<file path="config.mk">
export PLATFORM = sky130hd
export DESIGN_NAME = pc_guard_top
export DESIGN_NICKNAME = d
export VERILOG_FILES = /design/src/rtl/pc_guard_pkg.sv /design/src/rtl/pc_check.sv /design/src/rtl/pc_ctrl_fsm.sv /design/src/rtl/pc_err_counter.sv /design/src/rtl/pc_gen.sv /design/src/rtl/pc_guard_apb.sv /design/src/rtl/pc_guard_top.sv
export VERILOG_INCLUDE_DIRS = /design/src /design/src/include
export SDC_FILE = /design/constraint.sdc
export NUM_CORES = 1
export LEC_CHECK = 0
export BUFFER_PORTS_ARGS = -buffer_cell sky130_fd_sc_hd__buf_4
export CAP_MARGIN = 5
export CORE_ASPECT_RATIO = 0.9
export CORE_MARGIN = 10
export CORE_UTILIZATION = 35
export DETAILED_ROUTE_END_ITERATION = 8
export GPL_TIMING_DRIVEN = 0
export SLEW_MARGIN = 0
export SYNTH_ARGS = -nofsm -noshare
export SYNTH_HDL_FRONTEND = slang
export SYNTH_SLANG_ARGS = --single-unit
</file>
<file path="constraint.sdc">
create_clock -name clk -period 6.11 [get_ports clk]
set_clock_uncertainty 0.15 [all_clocks]
set_input_delay 0.3055 -clock clk [delete_from_list [all_inputs] [get_ports clk]]
set_output_delay 0.3055 -clock clk [all_outputs]
set_load 0.02 [all_outputs]
</file>
<file path="src/include/pc_guard_consts.svh">
// PC guard constants for widths, APB register offsets and reset values
`ifndef PC_GUARD_CONSTS_SVH
`define PC_GUARD_CONSTS_SVH

// Datapath widths
`define PC_GUARD_ADDR_W  32
`define PC_GUARD_CNT_W   8
`define PC_GUARD_PADDR_W 8
`define PC_GUARD_DATA_W  32

// APB register map, byte offsets
`define PC_GUARD_REG_CTRL   8'h00
`define PC_GUARD_REG_BOOT   8'h04
`define PC_GUARD_REG_TRAP   8'h08
`define PC_GUARD_REG_THRESH 8'h0C
`define PC_GUARD_REG_COUNT  8'h10
`define PC_GUARD_REG_STATUS 8'h14

// Register reset values
`define PC_GUARD_BOOT_RST   32'h0000_0080
`define PC_GUARD_TRAP_RST   32'h0000_0100
`define PC_GUARD_THRESH_RST 8'd4

`endif

</file>
<file path="src/rtl/pc_guard_pkg.sv">
// PC guard shared types for addresses, counts, instruction kinds and FSM encodings
`include "pc_guard_consts.svh"

package pc_guard_pkg;

  // Program counter or any byte address
  typedef logic [`PC_GUARD_ADDR_W-1:0] pc_t;

  // Error count and alert threshold
  typedef logic [`PC_GUARD_CNT_W-1:0] err_cnt_t;

  // Kind of the instruction described by a stream descriptor
  typedef enum logic [1:0] {
    KIND_SEQ    = 2'd0,
    KIND_JUMP   = 2'd1,
    KIND_BRANCH = 2'd2
  } instr_kind_e;

  // PC source select on a PC set
  typedef enum logic [1:0] {
    PC_BOOT   = 2'd0,
    PC_JUMP   = 2'd1,
    PC_BRANCH = 2'd2,
    PC_TRAP   = 2'd3
  } pc_mux_e;

  // Controller states
  typedef enum logic [1:0] {
    ST_BOOT = 2'd0,
    ST_RUN  = 2'd1,
    ST_TRAP = 2'd2
  } fsm_state_e;

endpackage

</file>
<file path="src/rtl/pc_check.sv">
// Independent PC checker recomputing the expected fetch PC and control-flow decisions
`timescale 1ns/1ps
`include "pc_guard_consts.svh"

module pc_check (
  input  logic                      clk,
  input  logic                      rst_n,
  input  logic                      check_en_i,
  input  logic                      accept_i,
  input  logic                      instr_compressed_i,
  input  logic                      pc_set_i,
  input  pc_guard_pkg::instr_kind_e instr_kind_i,
  input  logic                      instr_taken_i,
  input  pc_guard_pkg::pc_mux_e     pc_mux_i,
  input  pc_guard_pkg::pc_t         instr_target_i,
  input  pc_guard_pkg::pc_t         boot_addr_i,
  input  pc_guard_pkg::pc_t         trap_addr_i,
  input  pc_guard_pkg::pc_t         pc_i,
  output logic                      pc_err_o
);

  // Flopped copy of the last request
  logic                  pc_set_q;
  pc_guard_pkg::pc_mux_e pc_mux_q;
  logic                  accept_q;
  logic                  compressed_q;
  pc_guard_pkg::pc_t     pc_prev_q;
  pc_guard_pkg::pc_t     target_q;
  logic                  compare_enable_q;

  pc_guard_pkg::pc_t     incr_addr;
  pc_guard_pkg::pc_t     flow_addr;
  pc_guard_pkg::pc_t     check_addr;
  logic                  addr_err;
  logic                  need_set;
  logic                  flow_set;
  logic                  decision_err;

  //////////////////////////////////////////////////////////////////////
  // Address check
  //////////////////////////////////////////////////////////////////////

  // Sequential successor of the PC seen at accept
  assign incr_addr = pc_prev_q + (compressed_q ? pc_guard_pkg::pc_t'(2) :
                                                 pc_guard_pkg::pc_t'(4));

  // Non-sequential target from the flopped mux value
  always_comb begin
    case (pc_mux_q)
      pc_guard_pkg::PC_JUMP:   flow_addr = target_q;
      pc_guard_pkg::PC_BRANCH: flow_addr = target_q;
      pc_guard_pkg::PC_TRAP:   flow_addr = trap_addr_i;
      default:                 flow_addr = boot_addr_i;
    endcase
  end

  assign check_addr = pc_set_q ? {flow_addr[`PC_GUARD_ADDR_W-1:1], 1'b0} : incr_addr;

  // Only meaningful the cycle after a set or an accept
  assign addr_err = (pc_set_q || accept_q) && (check_addr != pc_i);

  //////////////////////////////////////////////////////////////////////
  // Decision check
  //////////////////////////////////////////////////////////////////////

  // Jumps and taken branches must redirect
  assign need_set = (instr_kind_i == pc_guard_pkg::KIND_JUMP) ||
                    ((instr_kind_i == pc_guard_pkg::KIND_BRANCH) && instr_taken_i);

  // Set caused by an instruction and not by boot or trap
  assign flow_set = pc_set_i && ((pc_mux_i == pc_guard_pkg::PC_JUMP) ||
                                 (pc_mux_i == pc_guard_pkg::PC_BRANCH));

  // A flow set with no instruction behind it is wrong too
  assign decision_err = accept_i ? (need_set != flow_set) : flow_set;

  //////////////////////////////////////////////////////////////////////
  // Flops
  //////////////////////////////////////////////////////////////////////

  always_ff @(posedge clk or negedge rst_n) begin
    if (!rst_n) begin
      pc_set_q         <= 1'b0;
      pc_mux_q         <= pc_guard_pkg::PC_BOOT;
      accept_q         <= 1'b0;
      compare_enable_q <= 1'b0;
    end else begin
      pc_set_q <= pc_set_i;
      accept_q <= accept_i;
      // Sticky once the first set has been seen
      if (pc_set_i) begin
        pc_mux_q         <= pc_mux_i;
        compare_enable_q <= 1'b1;
      end
    end
  end

  // Payload of the last accepted descriptor
  always_ff @(posedge clk) begin
    if (accept_i) begin
      pc_prev_q    <= pc_i;
      compressed_q <= instr_compressed_i;
      target_q     <= instr_target_i;
    end
  end

  assign pc_err_o = (addr_err || decision_err) && compare_enable_q && check_en_i;

endmodule

</file>
<file path="src/rtl/pc_ctrl_fsm.sv">
// Controller FSM that accepts instruction descriptors and issues PC set requests
`timescale 1ns/1ps

module pc_ctrl_fsm (
  input  logic                      clk,
  input  logic                      rst_n,
  input  logic                      instr_valid_i,
  input  pc_guard_pkg::instr_kind_e instr_kind_i,
  input  logic                      instr_taken_i,
  input  logic                      alert_i,
  output logic                      instr_ready_o,
  output logic                      accept_o,
  output logic                      pc_set_o,
  output pc_guard_pkg::pc_mux_e     pc_mux_o
);

  pc_guard_pkg::fsm_state_e state_q;
  pc_guard_pkg::fsm_state_e state_d;

  //////////////////////////////////////////////////////////////////////
  // Next state and outputs
  //////////////////////////////////////////////////////////////////////

  always_comb begin
    state_d       = state_q;
    instr_ready_o = 1'b0;
    pc_set_o      = 1'b0;
    pc_mux_o      = pc_guard_pkg::PC_BOOT;

    case (state_q)
      pc_guard_pkg::ST_BOOT: begin
        // Load the boot address once, stream held off
        pc_set_o = 1'b1;
        pc_mux_o = pc_guard_pkg::PC_BOOT;
        state_d  = pc_guard_pkg::ST_RUN;
      end

      pc_guard_pkg::ST_RUN: begin
        instr_ready_o = 1'b1;
        // Jumps always redirect
        if (instr_valid_i && (instr_kind_i == pc_guard_pkg::KIND_JUMP)) begin
          pc_set_o = 1'b1;
          pc_mux_o = pc_guard_pkg::PC_JUMP;
        end
        // Branches only redirect when taken
        if (instr_valid_i && (instr_kind_i == pc_guard_pkg::KIND_BRANCH) && instr_taken_i) begin
          pc_set_o = 1'b1;
          pc_mux_o = pc_guard_pkg::PC_BRANCH;
        end
        // Alert from the error counter diverts flow to the trap handler
        if (alert_i) begin
          state_d = pc_guard_pkg::ST_TRAP;
        end
      end

      pc_guard_pkg::ST_TRAP: begin
        // One cycle of trap redirect, stream held off
        pc_set_o = 1'b1;
        pc_mux_o = pc_guard_pkg::PC_TRAP;
        state_d  = pc_guard_pkg::ST_RUN;
      end

      default: begin
        state_d = pc_guard_pkg::ST_BOOT;
      end
    endcase
  end

  // Handshake on the descriptor stream
  assign accept_o = instr_valid_i && instr_ready_o;

  //////////////////////////////////////////////////////////////////////
  // State register
  //////////////////////////////////////////////////////////////////////

  always_ff @(posedge clk or negedge rst_n) begin
    if (!rst_n) begin
      state_q <= pc_guard_pkg::ST_BOOT;
    end else begin
      state_q <= state_d;
    end
  end

endmodule

</file>
<file path="src/rtl/pc_err_counter.sv">
// Saturating checker error counter with threshold compare and alert pulse
`timescale 1ns/1ps

module pc_err_counter (
  input  logic                   clk,
  input  logic                   rst_n,
  input  logic                   pc_err_i,
  input  logic                   clr_i,
  input  pc_guard_pkg::err_cnt_t thresh_i,
  output pc_guard_pkg::err_cnt_t count_o,
  output logic                   alert_o
);

  pc_guard_pkg::err_cnt_t count_q;
  pc_guard_pkg::err_cnt_t count_inc;
  logic                   at_max;
  logic                   alert_q;

  assign count_inc = count_q + pc_guard_pkg::err_cnt_t'(1);

  // Counter holds at all ones
  assign at_max = &count_q;

  always_ff @(posedge clk or negedge rst_n) begin
    if (!rst_n) begin
      count_q <= '0;
      alert_q <= 1'b0;
    end else begin
      alert_q <= 1'b0;
      if (clr_i) begin
        count_q <= '0;
      end else if (pc_err_i && !at_max) begin
        count_q <= count_inc;
        // Alert only on the step onto the threshold
        alert_q <= (count_inc == thresh_i);
      end
    end
  end

  assign count_o = count_q;
  assign alert_o = alert_q;

endmodule

</file>
<file path="src/rtl/pc_gen.sv">
// Fetch PC generator with sequential increment, set source select and fault injection
`timescale 1ns/1ps
`include "pc_guard_consts.svh"

module pc_gen (
  input  logic                  clk,
  input  logic                  rst_n,
  input  logic                  accept_i,
  input  logic                  instr_compressed_i,
  input  logic                  pc_set_i,
  input  pc_guard_pkg::pc_mux_e pc_mux_i,
  input  pc_guard_pkg::pc_t     instr_target_i,
  input  pc_guard_pkg::pc_t     boot_addr_i,
  input  pc_guard_pkg::pc_t     trap_addr_i,
  input  logic                  inject_i,
  output pc_guard_pkg::pc_t     pc_o
);

  pc_guard_pkg::pc_t pc_q;
  pc_guard_pkg::pc_t set_addr;
  pc_guard_pkg::pc_t next_pc;
  logic              update;
  logic              corrupt;
  logic              inject_pend_q;

  // Source selected on a PC set
  always_comb begin
    case (pc_mux_i)
      pc_guard_pkg::PC_JUMP:   set_addr = instr_target_i;
      pc_guard_pkg::PC_BRANCH: set_addr = instr_target_i;
      pc_guard_pkg::PC_TRAP:   set_addr = trap_addr_i;
      default:                 set_addr = boot_addr_i;
    endcase
  end

  // Any PC change where a set wins over the sequential increment
  assign update = pc_set_i || accept_i;

  // Halfword alignment on sets and +2 or +4 on sequential steps
  assign next_pc = pc_set_i ? {set_addr[`PC_GUARD_ADDR_W-1:1], 1'b0} :
                   pc_q + (instr_compressed_i ? pc_guard_pkg::pc_t'(2) :
                                                pc_guard_pkg::pc_t'(4));

  // Self-test fault is armed by a pulse and consumed by the next update
  assign corrupt = inject_pend_q || inject_i;

  always_ff @(posedge clk or negedge rst_n) begin
    if (!rst_n) begin
      pc_q          <= '0;
      inject_pend_q <= 1'b0;
    end else begin
      if (update) begin
        // Flip bit 1 once when a fault is armed
        pc_q <= next_pc ^ (corrupt ? pc_guard_pkg::pc_t'(2) : '0);
      end
      if (update) begin
        inject_pend_q <= 1'b0;
      end else if (inject_i) begin
        inject_pend_q <= 1'b1;
      end
    end
  end

  assign pc_o = pc_q;

endmodule

</file>
<file path="src/rtl/pc_guard_apb.sv">
// APB register block for PC guard configuration, fault injection and status
`timescale 1ns/1ps
`include "pc_guard_consts.svh"

module pc_guard_apb (
  input  logic                         clk,
  input  logic                         rst_n,
  input  logic [`PC_GUARD_PADDR_W-1:0] paddr_i,
  input  logic                         psel_i,
  input  logic                         penable_i,
  input  logic                         pwrite_i,
  input  logic [`PC_GUARD_DATA_W-1:0]  pwdata_i,
  output logic [`PC_GUARD_DATA_W-1:0]  prdata_o,
  output logic                         pready_o,
  output logic                         pslverr_o,
  input  pc_guard_pkg::err_cnt_t       count_i,
  input  logic                         pc_err_i,
  input  logic                         alert_i,
  output pc_guard_pkg::pc_t            boot_addr_o,
  output pc_guard_pkg::pc_t            trap_addr_o,
  output pc_guard_pkg::err_cnt_t       thresh_o,
  output logic                         check_en_o,
  output logic                         inject_o,
  output logic                         count_clr_o
);

  pc_guard_pkg::pc_t      boot_q;
  pc_guard_pkg::pc_t      trap_q;
  pc_guard_pkg::err_cnt_t thresh_q;
  logic                   check_en_q;
  logic                   inject_q;
  logic                   err_flag_q;
  logic                   alert_flag_q;
  logic                   hit;
  logic                   wr_en;

  //////////////////////////////////////////////////////////////////////
  // Decode
  //////////////////////////////////////////////////////////////////////

  assign hit = (paddr_i == `PC_GUARD_REG_CTRL)   || (paddr_i == `PC_GUARD_REG_BOOT)  ||
               (paddr_i == `PC_GUARD_REG_TRAP)   || (paddr_i == `PC_GUARD_REG_THRESH) ||
               (paddr_i == `PC_GUARD_REG_COUNT)  || (paddr_i == `PC_GUARD_REG_STATUS);

  // Zero wait state, access phase completes every transfer
  assign wr_en     = psel_i && penable_i && pwrite_i && hit;
  assign pready_o  = 1'b1;
  assign pslverr_o = psel_i && penable_i && !hit;

  //////////////////////////////////////////////////////////////////////
  // Registers
  //////////////////////////////////////////////////////////////////////

  always_ff @(posedge clk or negedge rst_n) begin
    if (!rst_n) begin
      boot_q       <= `PC_GUARD_BOOT_RST;
      trap_q       <= `PC_GUARD_TRAP_RST;
      thresh_q     <= `PC_GUARD_THRESH_RST;
      check_en_q   <= 1'b1;
      inject_q     <= 1'b0;
      err_flag_q   <= 1'b0;
      alert_flag_q <= 1'b0;
    end else begin
      // Inject is a one-cycle pulse, armed in the PC generator
      inject_q <= 1'b0;
      if (wr_en && (paddr_i == `PC_GUARD_REG_CTRL)) begin
        check_en_q <= pwdata_i[0];
        inject_q   <= pwdata_i[1];
      end
      if (wr_en && (paddr_i == `PC_GUARD_REG_BOOT)) begin
        boot_q <= pwdata_i;
      end
      if (wr_en && (paddr_i == `PC_GUARD_REG_TRAP)) begin
        trap_q <= pwdata_i;
      end
      if (wr_en && (paddr_i == `PC_GUARD_REG_THRESH)) begin
        thresh_q <= pwdata_i[`PC_GUARD_CNT_W-1:0];
      end
      // Sticky flags, new events win over write-1-to-clear
      if (pc_err_i) begin
        err_flag_q <= 1'b1;
      end else if (wr_en && (paddr_i == `PC_GUARD_REG_STATUS) && pwdata_i[0]) begin
        err_flag_q <= 1'b0;
      end
      if (alert_i) begin
        alert_flag_q <= 1'b1;
      end else if (wr_en && (paddr_i == `PC_GUARD_REG_STATUS) && pwdata_i[1]) begin
        alert_flag_q <= 1'b0;
      end
    end
  end

  // Any write to COUNT clears the counter
  assign count_clr_o = wr_en && (paddr_i == `PC_GUARD_REG_COUNT);

  //////////////////////////////////////////////////////////////////////
  // Read mux
  //////////////////////////////////////////////////////////////////////

  always_comb begin
    prdata_o = '0;
    if (psel_i) begin
      case (paddr_i)
        `PC_GUARD_REG_CTRL:   prdata_o = {30'd0, inject_q, check_en_q};
        `PC_GUARD_REG_BOOT:   prdata_o = boot_q;
        `PC_GUARD_REG_TRAP:   prdata_o = trap_q;
        `PC_GUARD_REG_THRESH: prdata_o = {{(`PC_GUARD_DATA_W-`PC_GUARD_CNT_W){1'b0}}, thresh_q};
        `PC_GUARD_REG_COUNT:  prdata_o = {{(`PC_GUARD_DATA_W-`PC_GUARD_CNT_W){1'b0}}, count_i};
        `PC_GUARD_REG_STATUS: prdata_o = {30'd0, alert_flag_q, err_flag_q};
        default:              prdata_o = '0;
      endcase
    end
  end

  assign boot_addr_o = boot_q;
  assign trap_addr_o = trap_q;
  assign thresh_o    = thresh_q;
  assign check_en_o  = check_en_q;
  assign inject_o    = inject_q;

endmodule

</file>
<file path="src/rtl/pc_guard_top.sv">
// PC guard top level joining controller, PC generator, checker, error counter and APB block
`timescale 1ns/1ps
`include "pc_guard_consts.svh"

module pc_guard_top (
  input  logic                         clk,
  input  logic                         rst_n,
  // APB slave
  input  logic [`PC_GUARD_PADDR_W-1:0] paddr_i,
  input  logic                         psel_i,
  input  logic                         penable_i,
  input  logic                         pwrite_i,
  input  logic [`PC_GUARD_DATA_W-1:0]  pwdata_i,
  output logic [`PC_GUARD_DATA_W-1:0]  prdata_o,
  output logic                         pready_o,
  output logic                         pslverr_o,
  // Instruction descriptor stream
  input  logic                         instr_valid_i,
  input  pc_guard_pkg::instr_kind_e    instr_kind_i,
  input  logic                         instr_compressed_i,
  input  pc_guard_pkg::pc_t            instr_target_i,
  input  logic                         instr_taken_i,
  output logic                         instr_ready_o,
  // Fetch PC and alert
  output pc_guard_pkg::pc_t            pc_o,
  output logic                         alert_o
);

  logic                   pc_set;
  logic                   accept;
  pc_guard_pkg::pc_mux_e  pc_mux;
  logic                   pc_err;
  pc_guard_pkg::pc_t      boot_addr;
  pc_guard_pkg::pc_t      trap_addr;
  pc_guard_pkg::err_cnt_t thresh;
  pc_guard_pkg::err_cnt_t count;
  logic                   check_en;
  logic                   inject;
  logic                   count_clr;

  pc_ctrl_fsm pc_ctrl_fsm_inst (
    .clk           (clk),
    .rst_n         (rst_n),
    .instr_valid_i (instr_valid_i),
    .instr_kind_i  (instr_kind_i),
    .instr_taken_i (instr_taken_i),
    .alert_i       (alert_o),
    .instr_ready_o (instr_ready_o),
    .accept_o      (accept),
    .pc_set_o      (pc_set),
    .pc_mux_o      (pc_mux)
  );

  pc_gen pc_gen_inst (
    .clk                (clk),
    .rst_n              (rst_n),
    .accept_i           (accept),
    .instr_compressed_i (instr_compressed_i),
    .pc_set_i           (pc_set),
    .pc_mux_i           (pc_mux),
    .instr_target_i     (instr_target_i),
    .boot_addr_i        (boot_addr),
    .trap_addr_i        (trap_addr),
    .inject_i           (inject),
    .pc_o               (pc_o)
  );

  // Reference block, sees the same request but recomputes on its own
  pc_check pc_check_inst (
    .clk                (clk),
    .rst_n              (rst_n),
    .check_en_i         (check_en),
    .accept_i           (accept),
    .instr_compressed_i (instr_compressed_i),
    .pc_set_i           (pc_set),
    .instr_kind_i       (instr_kind_i),
    .instr_taken_i      (instr_taken_i),
    .pc_mux_i           (pc_mux),
    .instr_target_i     (instr_target_i),
    .boot_addr_i        (boot_addr),
    .trap_addr_i        (trap_addr),
    .pc_i               (pc_o),
    .pc_err_o           (pc_err)
  );

  pc_err_counter pc_err_counter_inst (
    .clk      (clk),
    .rst_n    (rst_n),
    .pc_err_i (pc_err),
    .clr_i    (count_clr),
    .thresh_i (thresh),
    .count_o  (count),
    .alert_o  (alert_o)
  );

  pc_guard_apb pc_guard_apb_inst (
    .clk         (clk),
    .rst_n       (rst_n),
    .paddr_i     (paddr_i),
    .psel_i      (psel_i),
    .penable_i   (penable_i),
    .pwrite_i    (pwrite_i),
    .pwdata_i    (pwdata_i),
    .prdata_o    (prdata_o),
    .pready_o    (pready_o),
    .pslverr_o   (pslverr_o),
    .count_i     (count),
    .pc_err_i    (pc_err),
    .alert_i     (alert_o),
    .boot_addr_o (boot_addr),
    .trap_addr_o (trap_addr),
    .thresh_o    (thresh),
    .check_en_o  (check_en),
    .inject_o    (inject),
    .count_clr_o (count_clr)
  );

endmodule

</file>
==> impl_metrics.tcl, run 1 <==
set metrics [dict create \
    place_ws_ns 1.43 \
    synth_top_area_cell "dfrtp_1" \
    drtIter0Drc 1132 \
    min_from "instr_kind_i[0]" \
    layout_commonest_cell "buf_4" \
    syn_area_mm2 0.0111 \
    cp-start-kind "flop" \
    drive_above_1_share 0.186 \
    endpoint_kind "flop" \
    insertion_delay_ns 0.45 \
    whs_path_depth 4 \
    clkSlewWorstSetupHoldPaths_ns 0.07 \
    core_mm2 0.0311 \
    wl_per_cell_um 22.8 \
    required_ns 6.30 \
    grt_util_met2 0.319 \
    clk_path_buf_depth 2 \
    synth_nets 1233 \
    synth_edf_count 63 \
    slew_headroom 0.393 \
    antenna_found_initial 0 \
    cts_made_buffers 17 \
    ir_worst_vdd_mv 0.245 \
    clock_sinks 187 \
    fin_crit_ns 4.89 \
    final.fill_count 2970 \
    hold_class "primary input to flop" \
    async_flop_share 0.663 \
    io_pins 150 \
    setup_violations 0 \
    whs_ns 0.226 \
    finalHoldViolations 0 \
    num_rows 61 \
    num_vias 10100 \
    place.gp.congestion 0.913 \
    ys_top_cells_by_area "dfrtp_1 (27%), edfxtp_1 (17%), mux2_2 (5.2%), a22oi_1 (5.2%), nand2_1 (4.4%)" \
    die_area_mm2 0.0391 \
    area_growth_syn_to_layout_pct 26.3 \
    antenna_left 0 \
    stdcell_area_mm2 0.0140 \
    use_met3 0.0408 \
    synthCells 1137 \
    grt-busiest-layer "met2" \
    cts_tree "built" \
    finalSetupTns_ns 0 \
    start_util 0.356 \
    n_antenna_cell 0 \
    post_dp_cell_area_mm2 0.0127 \
    remaining_drc_errors 0 \
    die_y_um 189 \
    cts.htree.levels 4 \
    hpwl_mm 31.1 \
    clock.fmax_mhz 204 \
    cts-root-buf "clkbuf_16" \
    worst_pin_slew_ns 0.904 \
    routed_wl_mm 40.8 \
    grtUsageTotal 0.203 \
    cap_violations 0 \
    status "complete, no violations" \
    final.period_utilization 0.801 \
    grt_pass1_wl_mm 62.3 \
    gr-usage-met1 0.281 \
    synth_ff_type "dfrtp_1" \
    post_synth_num_cell_types 78 \
    grt_max_degree 74 \
    rr_startpoint "pc_ctrl_fsm_inst.state_q[1]" \
    cts_resized 0 \
    min_to "pc_check_inst.pc_mux_q[1]" \
    maxSlewViolCount 0 \
    rsz0062_at_grt "false" \
    yosys.area.top_type_share 0.272 \
    final_cell_mix "buf_4 (148), nand2_1 (130), dfrtp_1 (120)" \
    overflow 0 \
    power_density_mw_per_mm2 283 \
    worstSetupPathType "flop to flop" \
    fin_nets 1465 \
    seq_area_frac_synth 0.452 \
    postLayoutSetupSlackWorst_ns 1.22 \
    rr_worst_depth 15 \
    path_max_fanout 10 \
    leakage_nw 5.59 \
    synth.avg_cell_area_um2 9.72 \
    cp.arrival_ns 5.08 \
    io_buffers 145 \
    ys_ff_latch 187 \
    r2r_slack_ns 1.22 \
    utilization 0.450 \
    grt_pass1_vias 10000 \
    r2r_end "pc_err_counter_inst.count_o[2]" \
    vias_per_cell 5.65 \
    die_w_um 207 \
    dr.pass1.iters 6 \
    ys_warn_count 0 \
]
==> stage by stage <==
stage	power (mW)	cells
after detailed placement	2.78	1694
final	3.96	1791
after floorplan	2.28	1137
after global routing	4.13	1791
after global placement	2.77	1691
after CTS	3.95	1791
==> logic make-up after synthesis <==
| family | count (synthesis) | share of synthesized area |
|---|---|---|
| other | 2 | 0.000679 |
| muxes | 80 | 0.0809 |
| adders and majority gates | 14 | 0.0172 |
| and+or+nand+nor | 366 | 0.164 |
| DFF | 187 | 0.452 |
| buffers and inverters | 101 | 0.0360 |
| xor gates and xnor gates | 94 | 0.0745 |
| AOI/OAI and AO/OA | 293 | 0.175 |
==> where the power goes <==
group,switching (mW),internal (mW),leakage (nW)
clock,0.586,0.556,0.293
combinational,0.779,0.432,3.01
sequential,0.155,1.45,2.29
==> worst max-delay path by stage <==
stage,startpoint,endpoint,slack [ns],depth (start not counted)
after floorplan,pc_ctrl_fsm_inst.state_q[1],pc_gen_inst.pc_o[26],2.40,10
after global placement,pc_ctrl_fsm_inst.state_q[1],pc_gen_inst.pc_o[28],0.79,10
final,pc_ctrl_fsm_inst.state_q[1],pc_err_counter_inst.count_o[2],1.22,15
after global routing,pc_ctrl_fsm_inst.state_q[0],pc_err_counter_inst.count_o[2],0.96,15
after detailed placement,pc_ctrl_fsm_inst.state_q[1],pc_err_counter_inst.count_o[2],1.43,15
after CTS,pc_ctrl_fsm_inst.state_q[1],pc_err_counter_inst.count_o[2],1.37,15
==> flip-flops by register name (all words and copies together) (netlist names), 2 cells and up <==
signal,cells
pc_check_inst.pc_mux_q,2
pc_check_inst.pc_prev_q,31
pc_check_inst.target_q,31
pc_ctrl_fsm_inst.state_q,2
pc_err_counter_inst.count_o,8
pc_gen_inst.pc_o,31
pc_guard_apb_inst.boot_addr_o,32
pc_guard_apb_inst.thresh_o,8
pc_guard_apb_inst.trap_addr_o,32
==> critical path, cell delays in order (launching register included) <==
cell and delay (ns):
dfrtp_1 0.42, inv_1 0.09, ha_1 0.22, nand2_1 0.33
nor3_1 0.44, o21ai_0 0.18, ha_1 0.40, nor2b_1 0.17
nor4b_1 0.14, a21oi_1 0.52, o211ai_1 0.18, nor4b_1 0.41
nand4_1 0.38, o21ai_4 0.44, nor2_2 0.09, a31o_1 0.22
==> cells in the mapped netlist, types with 31 or more instances <==
cell      instances
nand2_1         130
dfrtp_1         120
o21ai_0          90
a22oi_1          76
nor2_1           74
clkbuf_1         67
edfxtp_1         63
mux2_2           51
xor2_1           49
xnor2_1          45
a21oi_1          31
nand3_1          31
==> metal layers <==
metal	wire [um]	part of all wire
met1	18500	0.45
met2	18600	0.46
met3	3040	0.075
met4	655	0.016
met5	0	0
==> cell type report <==
cell class,count,area [um^2],area share
multi-input cells,849,5660,0.405
flip-flops and latches,187,5000,0.358
repair buffers,213,1800,0.129
well taps,409,512,0.0366
clock buffers,17,425,0.0305
plain buffers,81,323,0.0231
clock inverters,15,173,0.0124
inverters,20,76.3,0.00547
==> repair_timing <==
action / in CTS / in global routing
hold buffers: 65 / 0
setup buffers: 0 / 0
endpoints found under the hold margin: 177 / 0
Power figures use the tool's default switching activity.
==> run 2: changes to the inputs <==
clock period = 5.1 ns   (was 6.11 ns; I/O delays follow)
==> run 2 against run 1 <==
Via count is 0.33% higher. Sequential power rose by 20%. Critical path depth stayed put. Utilization about the same. Sequential cell count unchanged. Clock power grew 19%. Die area stayed put. Wire length barely moved. First-iteration DRC count shrank 7.9%. Critical path type unchanged. Critical endpoint unchanged. Largest power group unchanged.
==> impl_metrics.tcl, run 2 (synthesis results as in run 1) <==
set metrics [dict create \
    status "complete, no violations" \
    layout_commonest_cell "buf_4" \
    maxSlewViolCount 0 \
    wl_per_cell_um 22.8 \
    crit_start "pc_ctrl_fsm_inst.state_q[1]" \
    routed_wl_mm 40.8 \
    grt_pass1_wl_mm 62.3 \
    cts.htree.levels 4 \
    io_pins 150 \
    grt_pass1_vias 10000 \
    path_max_fanout 10 \
    dr.pass1.iters 6 \
    io_buffers 145 \
    hold_class "primary input to flop" \
    postLayoutSetupSlackWorst_ns 0.435 \
    final_cell_mix "buf_4 (148), nand2_1 (130), dfrtp_1 (120)" \
    dp.cells 1694 \
    core_mm2 0.0311 \
    remaining_drc_errors 0 \
    rr_worst_depth 15 \
    cts-root-buf "clkbuf_16" \
    cts_tree "built" \
    vias_per_cell 5.67 \
    clkSlewWorstSetupHoldPaths_ns 0.08 \
    antenna_found_initial 0 \
    num_vias 10200 \
    finalNonFillerCells 1791 \
    finalHoldViolations 0 \
    area_growth_syn_to_layout_pct 26.3 \
    ir_worst_vdd_mv 0.295 \
    required_ns 5.29 \
    drive_above_1_share 0.187 \
    slew_headroom 0.392 \
    grt_max_degree 74 \
    cp.arrival_ns 4.86 \
    power_density_mw_per_mm2 339 \
    drtIter0Drc 1043 \
    cp-start-kind "flop" \
    endpoint_kind "flop" \
    clk_path_buf_depth 2 \
    rsz0062_at_grt "false" \
    die_area_mm2 0.0391 \
    insertion_delay_ns 0.46 \
    clock.fmax_mhz 214 \
    antenna_left 0 \
    hpwl_mm 31.1 \
    start_util 0.356 \
    leakage_nw 5.59 \
    place.gp.congestion 0.913 \
    fin_nets 1465 \
    worstSetupPathType "flop to flop" \
    setup_violations 0 \
    cts_made_buffers 17 \
    fin_crit_ns 4.66 \
    die_w_um 207 \
    overflow 0 \
    min_from "instr_kind_i[0]" \
    grtUsageTotal 0.203 \
    rr_startpoint "pc_ctrl_fsm_inst.state_q[1]" \
    clock_sinks 187 \
    die_y_um 189 \
    place_ws_ns 0.425 \
    cap_violations 0 \
    num_rows 61 \
    final.fill_count 2971 \
    whs_path_depth 4 \
    n_antenna_cell 0 \
    worst_pin_slew_ns 0.905 \
    final.period_utilization 0.915 \
]
-- run 2: cell types whose count changed in the layout (fill, tap and decap cells not counted) --
cell     change
a21oi_1      -1
a21oi_2      +1
-- run 2: per-layer routing --
layer,global-route usage,up-vias,wire [um]
li1,-,4669,-
met1,0.281,4978,18400
met2,0.319,469,18700
met3,0.0408,43,3160
met4,0.0454,0,612
met5,0,-,0
-- run 2: repair_timing --
action	CTS	global route
hold buffers	65	0
endpoints found under the hold margin	178	0
setup buffers	0	0
resized for setup	0	1
endpoints found under the setup margin	0	5
-- run 2: layout make-up --
cell class	count	area, um^2	share of cell area
clock inverters	15	173	0.0124
clock buffers	17	425	0.0305
well taps	409	512	0.0366
inverters	20	76.3	0.00546
plain buffers	81	323	0.0231
repair buffers	213	1800	0.129
flip-flops and latches	187	5000	0.358
multi-input cells	849	5660	0.405
-- run 2: path summary, 6_finish.rpt --
check,endpoint,slack [ns]
setup / recovery,pc_err_counter_inst.count_o[2],0.44
hold / removal,pc_check_inst.pc_mux_q[1],0.17
setup reg to reg,pc_err_counter_inst.count_o[2],0.44
hold reg to reg,pc_check_inst.pc_prev_q[6],0.34
max in group asynchronous,pc_guard_apb_inst.check_en_o,3.82
min in group asynchronous,pc_err_counter_inst.count_o[6],0.23
-- run 2: worst max-delay path, cell delays in order, from the launching register on --
cell	delay, ns
dfrtp_1	0.42
inv_1	0.09
ha_1	0.22
nand2_1	0.33
nor3_1	0.44
o21ai_0	0.18
ha_1	0.40
nor2b_1	0.17
nor4b_1	0.15
a21oi_2	0.32
o211ai_1	0.14
nor4b_1	0.40
nand4_1	0.38
o21ai_4	0.44
nor2_2	0.09
a31o_1	0.21
-- run 2: report_power, final --
part / internal [mW] / switching [mW] / total (mW)
combinational: 0.518 / 0.936 / 1.45
clock: 0.665 / 0.699 / 1.36
sequential: 1.74 / 0.187 / 1.92
-- run 2: through the flow --
step	setup TNS [ns]	total power, mW	util	cell area, um^2	hold WS [ns]
final	0	4.74	0.450	14000	0.173
after global routing	0	4.94	0.450	14000	0.197
after CTS	0	4.74	0.450	14000	0.157
after detailed placement	0	3.33	0.409	12700	0.185
after global placement	-2.43	3.31	0.407	12700	0.304
after floorplan	0	2.73	-	11100	-0.191
